$ cat src/verilog/rvc_pkg.sv
/*
 * RVC decoder shared definitions
 * Widths, format and operation encodings, and the packed records
 * passed from the quadrant stages to the output register.
 */
package rvc_pkg;

    localparam int XLEN = 64;                   // LD/SD/ADDIW need RV64C

    typedef logic [XLEN-1:0] xlen_t;            // pc and immediate
    typedef logic [15:0] rvc_instr_t;           // one compressed instruction
    typedef logic [5:0] reg_addr_t;             // msb selects FPU bank, unused here

    localparam reg_addr_t REG_RA = 6'd1;        // link register
    localparam reg_addr_t REG_SP = 6'd2;        // stack pointer
    localparam reg_addr_t PRIME_BASE = 6'd8;    // x8..x15 for 3-bit fields

    typedef enum logic [2:0] {
        FMT_NONE, FMT_R, FMT_I, FMT_S, FMT_SB, FMT_U, FMT_UJ
    } isa_fmt_e;

    typedef enum logic [4:0] {
        OP_NONE, OP_ADDI, OP_ADDIW, OP_SLLI, OP_SRLI, OP_SRAI, OP_ANDI,
        OP_LUI, OP_LW, OP_LD, OP_SW, OP_SD,
        OP_SUB, OP_XOR, OP_OR, OP_AND, OP_SUBW, OP_ADDW, OP_ADD,
        OP_JAL, OP_JALR, OP_BEQ, OP_BNE, OP_EBREAK
    } rvc_op_e;

    typedef enum logic [1:0] {
        MEMOP_4B = 2'd2,
        MEMOP_8B = 2'd3
    } memop_size_e;

    // result of one quadrant stage
    typedef struct packed {
        isa_fmt_e  fmt;
        rvc_op_e   op;
        reg_addr_t radr1;
        reg_addr_t radr2;
        reg_addr_t waddr;
        xlen_t     imm;
        logic      illegal;                     // reserved or unsupported encoding
    } dec_fields_t;

    // registered decoder output
    typedef struct packed {
        xlen_t       pc;
        rvc_instr_t  instr;
        isa_fmt_e    fmt;
        rvc_op_e     op;
        reg_addr_t   radr1;
        reg_addr_t   radr2;
        reg_addr_t   waddr;
        xlen_t       imm;
        logic        memop_load;
        logic        memop_store;
        logic        memop_sign_ext;
        memop_size_e memop_size;
        logic        rv32;                      // 32-bit word operation
        logic        exception;
        logic        load_fault;
        logic        page_fault;
    } rvc_dec_t;

    // maps a 3-bit compressed register field onto x8..x15
    function automatic reg_addr_t prime_reg(input logic [2:0] field);
        return PRIME_BASE + reg_addr_t'(field);
    endfunction

endpackage
$ cat src/verilog/rvc_decoder.sv
/*
 * RVC decoder top level
 * Three combinational quadrant decoders feed one output register stage,
 * one compressed instruction per clock with a single cycle of latency.
 */
`timescale 1ns/1ps

module rvc_decoder (
    input  logic                i_clk,
    input  logic                i_nrst,
    input  logic                i_flush,
    input  rvc_pkg::xlen_t      i_pc,
    input  rvc_pkg::rvc_instr_t i_instr,
    input  logic                i_load_fault,
    input  logic                i_page_fault,
    output rvc_pkg::rvc_dec_t   o_dec
);

    rvc_pkg::dec_fields_t q0_fields;
    rvc_pkg::dec_fields_t q1_fields;
    rvc_pkg::dec_fields_t q2_fields;

    rvc_quadrant0 q0 (
        .i_instr  (i_instr),
        .o_fields (q0_fields)
    );

    rvc_quadrant1 q1 (
        .i_instr  (i_instr),
        .o_fields (q1_fields)
    );

    rvc_quadrant2 q2 (
        .i_instr  (i_instr),
        .o_fields (q2_fields)
    );

    rvc_decode_reg dreg (
        .i_clk        (i_clk),
        .i_nrst       (i_nrst),
        .i_flush      (i_flush),
        .i_pc         (i_pc),
        .i_instr      (i_instr),
        .i_load_fault (i_load_fault),
        .i_page_fault (i_page_fault),
        .i_q0         (q0_fields),
        .i_q1         (q1_fields),
        .i_q2         (q2_fields),
        .o_dec        (o_dec)
    );

endmodule

$ cat src/verilog/rvc_decode_reg.sv
/*
 * RVC decode output register
 * Picks the quadrant result from instruction bits 1:0, adds the memory
 * and word attributes, and registers the record with flush.
 */
`timescale 1ns/1ps

module rvc_decode_reg (
    input  logic                 i_clk,
    input  logic                 i_nrst,
    input  logic                 i_flush,
    input  rvc_pkg::xlen_t       i_pc,
    input  rvc_pkg::rvc_instr_t  i_instr,
    input  logic                 i_load_fault,
    input  logic                 i_page_fault,
    input  rvc_pkg::dec_fields_t i_q0,
    input  rvc_pkg::dec_fields_t i_q1,
    input  rvc_pkg::dec_fields_t i_q2,
    output rvc_pkg::rvc_dec_t    o_dec
);

    rvc_pkg::dec_fields_t sel;
    rvc_pkg::rvc_dec_t    dec_next;

    always_comb begin
        case (i_instr[1:0])
            2'b00: sel = i_q0;
            2'b01: sel = i_q1;
            2'b10: sel = i_q2;
            default: begin                                  // 32-bit opcode space
                sel = '0;
                sel.illegal = 1'b1;
            end
        endcase
    end

    always_comb begin
        dec_next.pc = i_pc;
        dec_next.instr = i_instr;
        dec_next.fmt = sel.fmt;
        dec_next.op = sel.op;
        dec_next.radr1 = sel.radr1;
        dec_next.radr2 = sel.radr2;
        dec_next.waddr = sel.waddr;
        dec_next.imm = sel.imm;
        dec_next.memop_load = (sel.op == rvc_pkg::OP_LW) || (sel.op == rvc_pkg::OP_LD);
        dec_next.memop_store = (sel.op == rvc_pkg::OP_SW) || (sel.op == rvc_pkg::OP_SD);
        dec_next.memop_sign_ext = dec_next.memop_load;   // all RVC loads are signed
        if ((sel.op == rvc_pkg::OP_LW) || (sel.op == rvc_pkg::OP_SW)) begin
            dec_next.memop_size = rvc_pkg::MEMOP_4B;
        end else begin
            dec_next.memop_size = rvc_pkg::MEMOP_8B;
        end
        dec_next.rv32 = (sel.op == rvc_pkg::OP_ADDW) || (sel.op == rvc_pkg::OP_ADDIW)
                        || (sel.op == rvc_pkg::OP_SUBW);
        dec_next.exception = sel.illegal;
        dec_next.load_fault = i_load_fault;
        dec_next.page_fault = i_page_fault;
    end

    always_ff @(posedge i_clk or negedge i_nrst) begin
        if (!i_nrst) begin
            o_dec <= '0;
        end else if (i_flush) begin
            o_dec <= '0;                                    // drop the decoded slot
        end else begin
            o_dec <= dec_next;
        end
    end

    // a store never writes back a register
    a_st_no_waddr: assert property (@(posedge i_clk) disable iff (!i_nrst)
        o_dec.memop_store |-> (o_dec.waddr == '0));

    // quadrant stages clear every field on an illegal encoding
    a_exc_no_op: assert property (@(posedge i_clk) disable iff (!i_nrst)
        o_dec.exception |-> (o_dec.op == rvc_pkg::OP_NONE));

endmodule

$ cat src/verilog/rvc_quadrant2.sv
/*
 * RVC quadrant 2 decode
 * SLLI, stack-relative loads and stores, and the JR/MV/EBREAK/JALR/ADD group.
 */
`timescale 1ns/1ps

module rvc_quadrant2 (
    input  rvc_pkg::rvc_instr_t  i_instr,
    output rvc_pkg::dec_fields_t o_fields
);

    rvc_pkg::reg_addr_t rd_full;
    rvc_pkg::reg_addr_t rs2_full;

    assign rd_full  = {1'b0, i_instr[11:7]};
    assign rs2_full = {1'b0, i_instr[6:2]};

    always_comb begin
        rvc_pkg::dec_fields_t f;

        f = '0;
        case (i_instr[15:13])
            3'b000: begin                                   // slli
                f.fmt = rvc_pkg::FMT_I;
                f.op = rvc_pkg::OP_SLLI;
                f.radr1 = rd_full;
                f.waddr = rd_full;
                f.imm[5:0] = {i_instr[12], i_instr[6:2]};
            end
            3'b010: begin                                   // lwsp
                f.fmt = rvc_pkg::FMT_I;
                f.op = rvc_pkg::OP_LW;
                f.radr1 = rvc_pkg::REG_SP;
                f.waddr = rd_full;
                f.imm[7:2] = {i_instr[3:2], i_instr[12], i_instr[6:4]};
            end
            3'b011: begin                                   // ldsp
                f.fmt = rvc_pkg::FMT_I;
                f.op = rvc_pkg::OP_LD;
                f.radr1 = rvc_pkg::REG_SP;
                f.waddr = rd_full;
                f.imm[8:3] = {i_instr[4:2], i_instr[12], i_instr[6:5]};
            end
            3'b100: begin
                f.fmt = rvc_pkg::FMT_I;
                if (rs2_full == '0) begin
                    if (!i_instr[12]) begin                 // jr
                        f.op = rvc_pkg::OP_JALR;
                        f.radr1 = rd_full;
                    end else if (rd_full == '0) begin
                        f.op = rvc_pkg::OP_EBREAK;
                    end else begin                          // jalr, link in ra
                        f.op = rvc_pkg::OP_JALR;
                        f.radr1 = rd_full;
                        f.waddr = rvc_pkg::REG_RA;
                    end
                end else if (!i_instr[12]) begin            // mv as addi rd, rs2, 0
                    f.op = rvc_pkg::OP_ADDI;
                    f.radr1 = rs2_full;
                    f.waddr = rd_full;
                end else begin                              // add
                    f.fmt = rvc_pkg::FMT_R;
                    f.op = rvc_pkg::OP_ADD;
                    f.radr1 = rd_full;
                    f.radr2 = rs2_full;
                    f.waddr = rd_full;
                end
            end
            3'b110: begin                                   // swsp
                f.fmt = rvc_pkg::FMT_S;
                f.op = rvc_pkg::OP_SW;
                f.radr1 = rvc_pkg::REG_SP;
                f.radr2 = rs2_full;
                f.imm[7:2] = {i_instr[8:7], i_instr[12:9]};
            end
            3'b111: begin                                   // sdsp
                f.fmt = rvc_pkg::FMT_S;
                f.op = rvc_pkg::OP_SD;
                f.radr1 = rvc_pkg::REG_SP;
                f.radr2 = rs2_full;
                f.imm[8:3] = {i_instr[9:7], i_instr[12:10]};
            end
            default: f.illegal = 1'b1;                      // fldsp/fsdsp
        endcase
        o_fields = f;
    end

endmodule

$ cat src/verilog/rvc_quadrant1.sv
/*
 * RVC quadrant 1 decode
 * Immediate arithmetic, LI, LUI/ADDI16SP, the math group, J and the
 * compare-with-zero branches. Immediates sign-extend from bit 12.
 */
`timescale 1ns/1ps

module rvc_quadrant1 (
    input  rvc_pkg::rvc_instr_t  i_instr,
    output rvc_pkg::dec_fields_t o_fields
);

    rvc_pkg::reg_addr_t rd_full;
    rvc_pkg::reg_addr_t rs1_prime;
    rvc_pkg::reg_addr_t rs2_prime;
    rvc_pkg::xlen_t     imm6_s;                         // common 6-bit signed imm
    rvc_pkg::xlen_t     imm_j;
    rvc_pkg::xlen_t     imm_b;

    assign rd_full   = {1'b0, i_instr[11:7]};
    assign rs1_prime = rvc_pkg::prime_reg(i_instr[9:7]);
    assign rs2_prime = rvc_pkg::prime_reg(i_instr[4:2]);
    assign imm6_s    = rvc_pkg::xlen_t'($signed({i_instr[12], i_instr[6:2]}));
    assign imm_j     = rvc_pkg::xlen_t'($signed({i_instr[12], i_instr[8], i_instr[10:9],
                           i_instr[6], i_instr[7], i_instr[2], i_instr[11],
                           i_instr[5:3], 1'b0}));
    assign imm_b     = rvc_pkg::xlen_t'($signed({i_instr[12], i_instr[6:5], i_instr[2],
                           i_instr[11:10], i_instr[4:3], 1'b0}));

    always_comb begin
        rvc_pkg::dec_fields_t f;

        f = '0;
        case (i_instr[15:13])
            3'b000, 3'b001: begin                           // addi / addiw
                f.fmt = rvc_pkg::FMT_I;
                f.op = i_instr[13] ? rvc_pkg::OP_ADDIW : rvc_pkg::OP_ADDI;
                f.radr1 = rd_full;
                f.waddr = rd_full;
                f.imm = imm6_s;
            end
            3'b010: begin                                   // li, rs1 = x0
                f.fmt = rvc_pkg::FMT_I;
                f.op = rvc_pkg::OP_ADDI;
                f.waddr = rd_full;
                f.imm = imm6_s;
            end
            3'b011: begin
                if (rd_full == rvc_pkg::REG_SP) begin       // addi16sp
                    f.fmt = rvc_pkg::FMT_I;
                    f.op = rvc_pkg::OP_ADDI;
                    f.radr1 = rvc_pkg::REG_SP;
                    f.waddr = rvc_pkg::REG_SP;
                    f.imm = rvc_pkg::xlen_t'($signed({i_instr[12], i_instr[4:3],
                                i_instr[5], i_instr[2], i_instr[6], 4'b0000}));
                end else begin                              // lui
                    f.fmt = rvc_pkg::FMT_U;
                    f.op = rvc_pkg::OP_LUI;
                    f.waddr = rd_full;
                    f.imm = rvc_pkg::xlen_t'($signed({i_instr[12], i_instr[6:2], 12'h000}));
                end
            end
            3'b100: begin                                   // math group
                f.radr1 = rs1_prime;
                f.waddr = rs1_prime;
                case (i_instr[11:10])
                    2'b00, 2'b01: begin                     // srli / srai
                        f.fmt = rvc_pkg::FMT_I;
                        f.op = i_instr[10] ? rvc_pkg::OP_SRAI : rvc_pkg::OP_SRLI;
                        f.imm[5:0] = {i_instr[12], i_instr[6:2]};
                    end
                    2'b10: begin
                        f.fmt = rvc_pkg::FMT_I;
                        f.op = rvc_pkg::OP_ANDI;
                        f.imm = imm6_s;
                    end
                    default: begin                          // register-register
                        f.fmt = rvc_pkg::FMT_R;
                        f.radr2 = rs2_prime;
                        case ({i_instr[12], i_instr[6:5]})
                            3'b000: f.op = rvc_pkg::OP_SUB;
                            3'b001: f.op = rvc_pkg::OP_XOR;
                            3'b010: f.op = rvc_pkg::OP_OR;
                            3'b011: f.op = rvc_pkg::OP_AND;
                            3'b100: f.op = rvc_pkg::OP_SUBW;
                            3'b101: f.op = rvc_pkg::OP_ADDW;
                            default: begin                  // reserved codes
                                f = '0;
                                f.illegal = 1'b1;
                            end
                        endcase
                    end
                endcase
            end
            3'b101: begin                                   // j, jal with rd = x0
                f.fmt = rvc_pkg::FMT_UJ;
                f.op = rvc_pkg::OP_JAL;
                f.imm = imm_j;
            end
            default: begin                                  // beqz / bnez
                f.fmt = rvc_pkg::FMT_SB;
                f.op = i_instr[13] ? rvc_pkg::OP_BNE : rvc_pkg::OP_BEQ;
                f.radr1 = rs1_prime;
                f.imm = imm_b;
            end
        endcase
        o_fields = f;
    end

endmodule

$ cat src/verilog/rvc_quadrant0.sv
/*
 * RVC quadrant 0 decode
 * ADDI4SPN and the register-based LW/LD/SW/SD with scaled unsigned offsets.
 */
`timescale 1ns/1ps

module rvc_quadrant0 (
    input  rvc_pkg::rvc_instr_t  i_instr,
    output rvc_pkg::dec_fields_t o_fields
);

    always_comb begin
        rvc_pkg::dec_fields_t f;

        f = '0;
        case (i_instr[15:13])
            3'b000: begin                                   // addi4spn
                f.fmt = rvc_pkg::FMT_I;
                f.op = rvc_pkg::OP_ADDI;
                f.radr1 = rvc_pkg::REG_SP;
                f.waddr = rvc_pkg::prime_reg(i_instr[4:2]);
                f.imm[9:2] = {i_instr[10:7], i_instr[12:11], i_instr[5], i_instr[6]};
            end
            3'b010: begin                                   // lw
                f.fmt = rvc_pkg::FMT_I;
                f.op = rvc_pkg::OP_LW;
                f.radr1 = rvc_pkg::prime_reg(i_instr[9:7]);
                f.waddr = rvc_pkg::prime_reg(i_instr[4:2]);
                f.imm[6:2] = {i_instr[5], i_instr[12:10], i_instr[6]};
            end
            3'b011: begin                                   // ld
                f.fmt = rvc_pkg::FMT_I;
                f.op = rvc_pkg::OP_LD;
                f.radr1 = rvc_pkg::prime_reg(i_instr[9:7]);
                f.waddr = rvc_pkg::prime_reg(i_instr[4:2]);
                f.imm[7:3] = {i_instr[6:5], i_instr[12:10]};
            end
            3'b110: begin                                   // sw
                f.fmt = rvc_pkg::FMT_S;
                f.op = rvc_pkg::OP_SW;
                f.radr1 = rvc_pkg::prime_reg(i_instr[9:7]);
                f.radr2 = rvc_pkg::prime_reg(i_instr[4:2]);
                f.imm[6:2] = {i_instr[5], i_instr[12:10], i_instr[6]};
            end
            3'b111: begin                                   // sd
                f.fmt = rvc_pkg::FMT_S;
                f.op = rvc_pkg::OP_SD;
                f.radr1 = rvc_pkg::prime_reg(i_instr[9:7]);
                f.radr2 = rvc_pkg::prime_reg(i_instr[4:2]);
                f.imm[7:3] = {i_instr[6:5], i_instr[12:10]};
            end
            default: f.illegal = 1'b1;                      // fld/fsd and reserved
        endcase
        o_fields = f;
    end

endmodule

$ cat config.mk
export PLATFORM = sky130hd
export DESIGN_NAME = rvc_decoder
export DESIGN_NICKNAME = d
export VERILOG_FILES = /design/src/verilog/rvc_pkg.sv /design/src/verilog/rvc_decoder.sv /design/src/verilog/rvc_decode_reg.sv /design/src/verilog/rvc_quadrant2.sv /design/src/verilog/rvc_quadrant1.sv /design/src/verilog/rvc_quadrant0.sv
export SDC_FILE = /design/constraint.sdc
export NUM_CORES = 1
export LEC_CHECK = 0
export BUFFER_PORTS_ARGS = -buffer_cell sky130_fd_sc_hd__buf_2
export CAP_MARGIN = 0
export CORE_MARGIN = 2
export CORE_UTILIZATION = 43
export CTS_BUF_LIST = sky130_fd_sc_hd__clkbuf_8
export CTS_CLUSTER_DIAMETER = 150
export DETAILED_ROUTE_END_ITERATION = 6
export PLACE_DENSITY = 0.71
export SETUP_SLACK_MARGIN = 0.02
export SYNTH_ARGS = -nofsm -noshare
export SYNTH_HDL_FRONTEND = slang
export SYNTH_SLANG_ARGS = --single-unit
$ cat constraint.sdc
create_clock -name i_clk -period 2.15 [get_ports i_clk]
set_input_delay 0 -clock i_clk [delete_from_list [all_inputs] [get_ports i_clk]]
set_output_delay 0 -clock i_clk [all_outputs]
set_load 0.01 [all_outputs]
* Word-level counts from Yosys, hierarchy flattened
Cells that the tools add are included.
** Cells by class
- Shift-type cells :: 0
- Reductions and logical operators :: 26
- Divide/modulo/power cells :: 0
- Muxes and demuxes :: 52
- Bitwise operators :: 0
- Multiply operators :: 0
- Eq/ne operators :: 24
- Order comparisons :: 0
- Add/sub/neg operators :: 2
** Operators by type and width (number)
- $pmux 91 s3 :: 1
- $pmux 64 s4 :: 1
- $mux 179 :: 1
- $pmux 58 s2 :: 1
- $pmux 14 s6 :: 1
- $mux 82 :: 1
- $mux 69 :: 1
- $pmux 13 s5 :: 1
- $pmux 8 s5 :: 1
- $mux 6 :: 6
- $mux 11 :: 3
- $pmux 5 s6 :: 1
- $pmux 6 s2 :: 2
- $pmux 6 s4 :: 1
- $eq 5x4->1 const B :: 4
- $eq 3x3->1 const B :: 6
- $mux 18 :: 1
- $pmux 6 s3 :: 1
- $pmux 8 s2 :: 1
- $mux 5 :: 3
- $mux 2 :: 7
- $reduce_or 2->1 :: 7
- $eq 3x2->1 const B :: 4
- $logic_not 6->1 :: 2
- 20 further kinds :: 46
** Storage, ports and cells
- Latch bits :: 0
- Bits in writable memories :: 0
- Memories :: 0
- Bits in registers :: 179
- Word-level logic and storage cells :: 120
- ROM bits :: 0

* Longest topological paths before layout
- Depth after elaboration :: 10
- Depth in mapped cells :: 8
- Depth with buffers taken out :: 5

* By module
A second synthesis with hierarchy kept.
** Second synthesis, totals
- Cells, all modules :: 1079
- Area total of the unflattened synthesis :: 10088.4 sq um
** Modules (own cells, without submodules)
- rvc_decode_reg :: cells each 684, instances 1, area an instance 7428.4 sq um
- rvc_quadrant1 :: cells each 161, instances 1, area an instance 1014.7 sq um
- rvc_quadrant2 :: cells each 133, instances 1, area an instance 880.8 sq um
- rvc_quadrant0 :: cells each 101, instances 1, area an instance 764.5 sq um

* Worst setup path after synthesis
No wires, ideal clock.
- Kind :: in2reg
- From :: in i_instr[4]
- To :: reg dreg.o_dec[73] (netlist name)
- Stages :: 7
- Arrival time :: 1.455 ns
- Setup time :: 0.132 ns
- Path buffers :: 2
- Required time :: 2.018 ns
- Setup slack :: 0.563 ns
- Cells stage by stage :: buf_6 > or4_4 > buf_6 > nor2_1 > o221ai_1 > a221oi_1 > nor2_1
** On the way
- Word-level cells in the longest chain between the ends :: 5
** RTL lines
- from (decl) :: line rvc_decoder.sv:13 : input rvc_pkg::rvc_instr_t i_instr,
- $logic_not 6->1 :: line rvc_quadrant2.sv:46 : if (rs2_full == '0) begin
- $mux 6 :: line rvc_quadrant2.sv:46
- $pmux 6 s2 :: line rvc_quadrant2.sv:22 : case (i_instr[15:13])
- $pmux 91 s3 :: line rvc_decode_reg.sv:26 : case (i_instr[1:0])
- $mux 179 :: line rvc_decode_reg.sv:64 : end else if (i_flush) begin
No other way between the ends.

* Worst setup path in the final report
- From :: in i_instr[11]
- To :: reg dreg.o_dec[3] (netlist name)
** On the way
- Word-level cells in the longest chain between the ends :: 10
** RTL lines
- $logic_not 6->1 :: line rvc_quadrant2.sv:50 : end else if (rd_full == '0) begin
- $mux 2 :: line rvc_quadrant2.sv:50
- $mux 11 :: line rvc_quadrant2.sv:47 : if (!i_instr[12]) begin
- $mux 11 :: line rvc_quadrant2.sv:46
- $pmux 14 s6 :: line rvc_quadrant2.sv:22
- $pmux 91 s3 (*) :: line rvc_decode_reg.sv:26
- $eq 5x5->1 / $eq 5x2->1 (equally long branches) :: line rvc_decode_reg.sv:54 : dec_next.rv32 = (sel.op == rvc_pkg::OP_ADDW) || (sel.op == rvc_pkg::OP_ADDIW)
- $logic_or 1x1->1 :: line rvc_decode_reg.sv:54
- $logic_or 1x1->1 (*) :: line rvc_decode_reg.sv:55 : || (sel.op == rvc_pkg::OP_SUBW);
- $mux 179 (*) :: line rvc_decode_reg.sv:64
Every way passes the cells marked *; elsewhere a longest branch is shown, timed or not.

==> reports/qor.csv <==
stage,metric,value,unit
run_status,status,finished clean,
logic_synthesis,post-synthesis cell type count,63,
final_layout,ratio of cells with drive above 1 in the final layout,38.6,%
final_layout,Final nets,989,
power,Comb pwr share,17.7,%
floorplan,Initial Utilization,44.4,%
final_layout,max FFs per register,129,
final_layout,multi-input logic area,2100,um2
timing,minimum clock period,2.04,ns
critical_path,"CP delay by family, top",compound AO/OA/AOI/OAI gates,
placed_design,placed cell count,979,
logic_synthesis,Post-Synthesis Cell Area,5930,um2
floorplan,die area,14700,um2
logic_synthesis,"Avg Cell Area, Syn",10.1,um2
cts,Max clock buf depth,2,
power,Net Sw Frac,27.5,%
critical_path,Critical Path Fanout Max,11,
global_routing,All-Layer GR Usage,29.2,%
global_routing,global-route wire length before repair,32100,um
timing,total negative slack,0,ns
cts,H-Tree Depth,4,
flow_run,max-capacitance violation count,0,
logic_synthesis,Yosys top cell area share,54.5,%
placed_design,GPL Wtd Cong,0.979,
critical_path,Critical Path Source Type,primary input,
cts,"Setup Fix Bufs, Post-CTS",0,
power,Internal Power,4.10,mW
final_layout,register with the most flip-flops,dreg.o_dec,
critical_path,"Req. time, crit path",2.50,ns
route,vias per cell,5.25,
placed_design,PortBufs,260,
cts,clk slew on worst S/H paths,0.08,ns
power,maximum vdd drop,395,uV
logic_synthesis,Yosys reg bits,129,
logic_synthesis,dominant cells by area after synthesis,"dfrtp_1 54%, nor2b_1 8.6%, buf_4 6.3%, o21ai_0 2.6%, nor2_1 2.6%",
cts,TritonCTS clock tree,built,
route,Final ANT Viol Nets,0,
timing,Slew @ Worst Pin,0.939,ns
timing,worst relative slew slack,37.4,%
timing,worst setup slack after layout,0.112,ns
route,via count,5731,
timing,# setup viols final,0,
global_routing,vias in the first global route,5895,
placed_design,DP Wirelength,15200,um
route,DR WL/cell,19.6,um
final_layout,Post-Layout Cell Count,1092,
critical_path,crit path DAT,2.39,ns
cts,total CTS buffers,17,
timing,RSZ-0062 raised after global routing,false,
final_layout,Area Overhead vs Synth,43.6,%
timing,Peak Freq,491,MHz
global_routing,initial antenna violation count,0,
power,Leak,4.43,nW
floorplan,Core ar.,13300,um2
timing,fin crit share,94.8,%
cts,clock sink count,129,
logic_synthesis,"Primary FF master, synth",dfrtp_1,
final_layout,n_diodes,0,
floorplan,floorplan row count,42,
route,final wirelength,21400,um
cts,Clock Root Buffer,clkbuf_8,
final_layout,Reg area,3230,um2
worst_hold_path,worst min path class,primary input to flop,
floorplan,Die Wd,121,um
final_layout,biggest regs,dreg.o_dec: 129 flops,
logic_synthesis,"EDFF count, synth",0,
final_layout,"Core Util, Final",63.8,%
route,iteration count of the initial detailed-routing pass,5,
critical_path,Critical path buffers and inverters,2,
critical_path,kind of critical path,primary input to flop,
logic_synthesis,sequential share of the synthesized area,54.5,%
timing,"Slew Viols, Final",0,
critical_path,CP Cell Sequence,"dlygate4sd3_1, buf_2, or4_1, o21ai_4, a21oi_2, a2111o_1, a211oi_1",
logic_synthesis,Post-Syn Instances,586,
logic_synthesis,fraction of registers with async set/reset,100,%
route,DRC viols,0,
global_routing,largest net degree at the start of global routing,57,
floorplan,io pins,264,
logic_synthesis,yosys warns,0,
critical_path,crit end category,flop,
power,PwrDens,664,nW/um2
global_routing,"Remaining Overflow, GRT",0,
route,1st-iter DRT viols,389,
power,Psw,1.56,mW
final_layout,fill count,1096,
critical_path,crit-path max cell delay,0.71,ns
power,Seq pwr share,45.5,%
logic_synthesis,cell taking the most area after synthesis,dfrtp_1,
floorplan,Die Ht,121,um
placed_design,Post-Place Worst Slack,0.245,ns
timing,Hold Fails Final Rpt,0,
power,clock network fraction of total power,36.9,%
critical_path,slowest cell on the critical path,or4_1,
## kinds of logic (layout without fill, tap and decap cells)
kind of cell	after synthesis	after routing	synth area share [%]
and+or+nand+nor	219	219	20.1
AOI/OAI and AO/OA	132	132	15.1
DFF	129	129	54.5
buffers and inverters	105	433	10.3
other	1	3	0.0633
## per-layer routing
layer,vias up,GRT usage (%),share of wire (%)
met3,71,6.30,7.4
met2,339,50.0,51
li1,2578,-,-
met4,0,16.0,5.0
met5,-,0,0
met1,2743,34.1,37
## worst min-delay path: stages
cell and delay [ns]:
buf_2 0.17, inv_1 0.23, nor2_1 0.07
## placed cells by master (no fill, tap or decap), types with 3 or more instances in the layout
cell and instances:
nand3_1 17, dlygate4sd3_1 82, a21boi_0 5, dfrtp_1 129, conb_1 3, o21a_1 9
nand4_1 3, o21ai_0 31, or2_2 3, a31oi_1 9, inv_1 6, clkbuf_8 20
nor2_1 41, a211oi_1 6, inv_6 3, buf_2 259, and3_1 6, nand2_1 28
nor3_1 8, a21oi_1 30, nand2b_1 9, nor2b_1 81, buf_4 53, o21bai_1 3
and2_1 7
## stage by stage
stage / hold WS, ns / power, mW / instance area [um2]
2_1_floorplan: -0.296 / 3.06 / 5930
3_3_place_gp: 0.0414 / 3.48 / 7280
3_5_place_dp: 0.0597 / 3.49 / 7280
4_1_cts: 0.0219 / 5.68 / 8510
5_1_grt: 0.0469 / 5.90 / 8510
6_report: 0.0665 / 5.65 / 8510
## path summary, 6_finish.rpt
path / from / to / slack, ns / cells past startpoint
max: i_instr[11] / dreg.o_dec[3] / 0.11 / 7
min: i_instr[10] / dreg.o_dec[109] / 0.07 / 3
max in group asynchronous: i_nrst / dreg.o_dec[152] / 1.32 / 3
min in group asynchronous: i_nrst / dreg.o_dec[11] / 0.10 / 2
## layout make-up
type | instances | share of cell area (%)
Clock inverter | 11 | 1.51
Timing Repair Buffer | 395 | 29.8
Sequential cell | 129 | 37.9
Clock buffer | 20 | 3.23
Inverter | 7 | 0.309
Tap cell | 176 | 2.59
Multi-Input combinational cell | 354 | 24.6
## power by group through the flow
stage	logic [mW]	registers [mW]	clock network, mW
4_1_cts	0.988	2.57	2.13
3_5_place_dp	0.870	2.62	0
5_1_grt	1.08	2.58	2.24
3_3_place_gp	0.868	2.61	0
6_report	1.00	2.57	2.08
2_1_floorplan	0.383	2.68	0
## cells in the mapped netlist (all sizes together) (2+ instances only)
| cell | count |
|---|---|
| a21oi | 31 |
| or4 | 3 |
| inv | 6 |
| a221o | 2 |
| o21ai | 32 |
| nor2 | 41 |
| a32o | 2 |
| nand4 | 3 |
| a22o | 2 |
| nand4b | 2 |
| and3 | 6 |
| buf | 59 |
| nor3b | 2 |
| dfrtp | 129 |
| or2 | 4 |
| o21bai | 3 |
| o22ai | 2 |
| a32oi | 2 |
| a211oi | 6 |
| or3 | 2 |
| and2 | 7 |
| a221oi | 2 |
| o22a | 2 |
| a21boi | 5 |
| or3b | 2 |
| nand2b | 9 |
| a31oi | 10 |
| o32ai | 2 |
| nor3 | 8 |
| o211ai | 2 |
| nand2 | 28 |
| nor4b | 2 |
| a2111o | 2 |
| nand3 | 17 |
| nor2b | 81 |
| clkbuf | 39 |
| o21a | 9 |
| o31ai | 2 |
| a22oi | 2 |
## timing repair
action                    in CTS  in global routing
hold buffers                  82                  0
gates resized for setup        0                  0
hold endpoints to repair     144                  0
(Power assumes the default switching activity.)
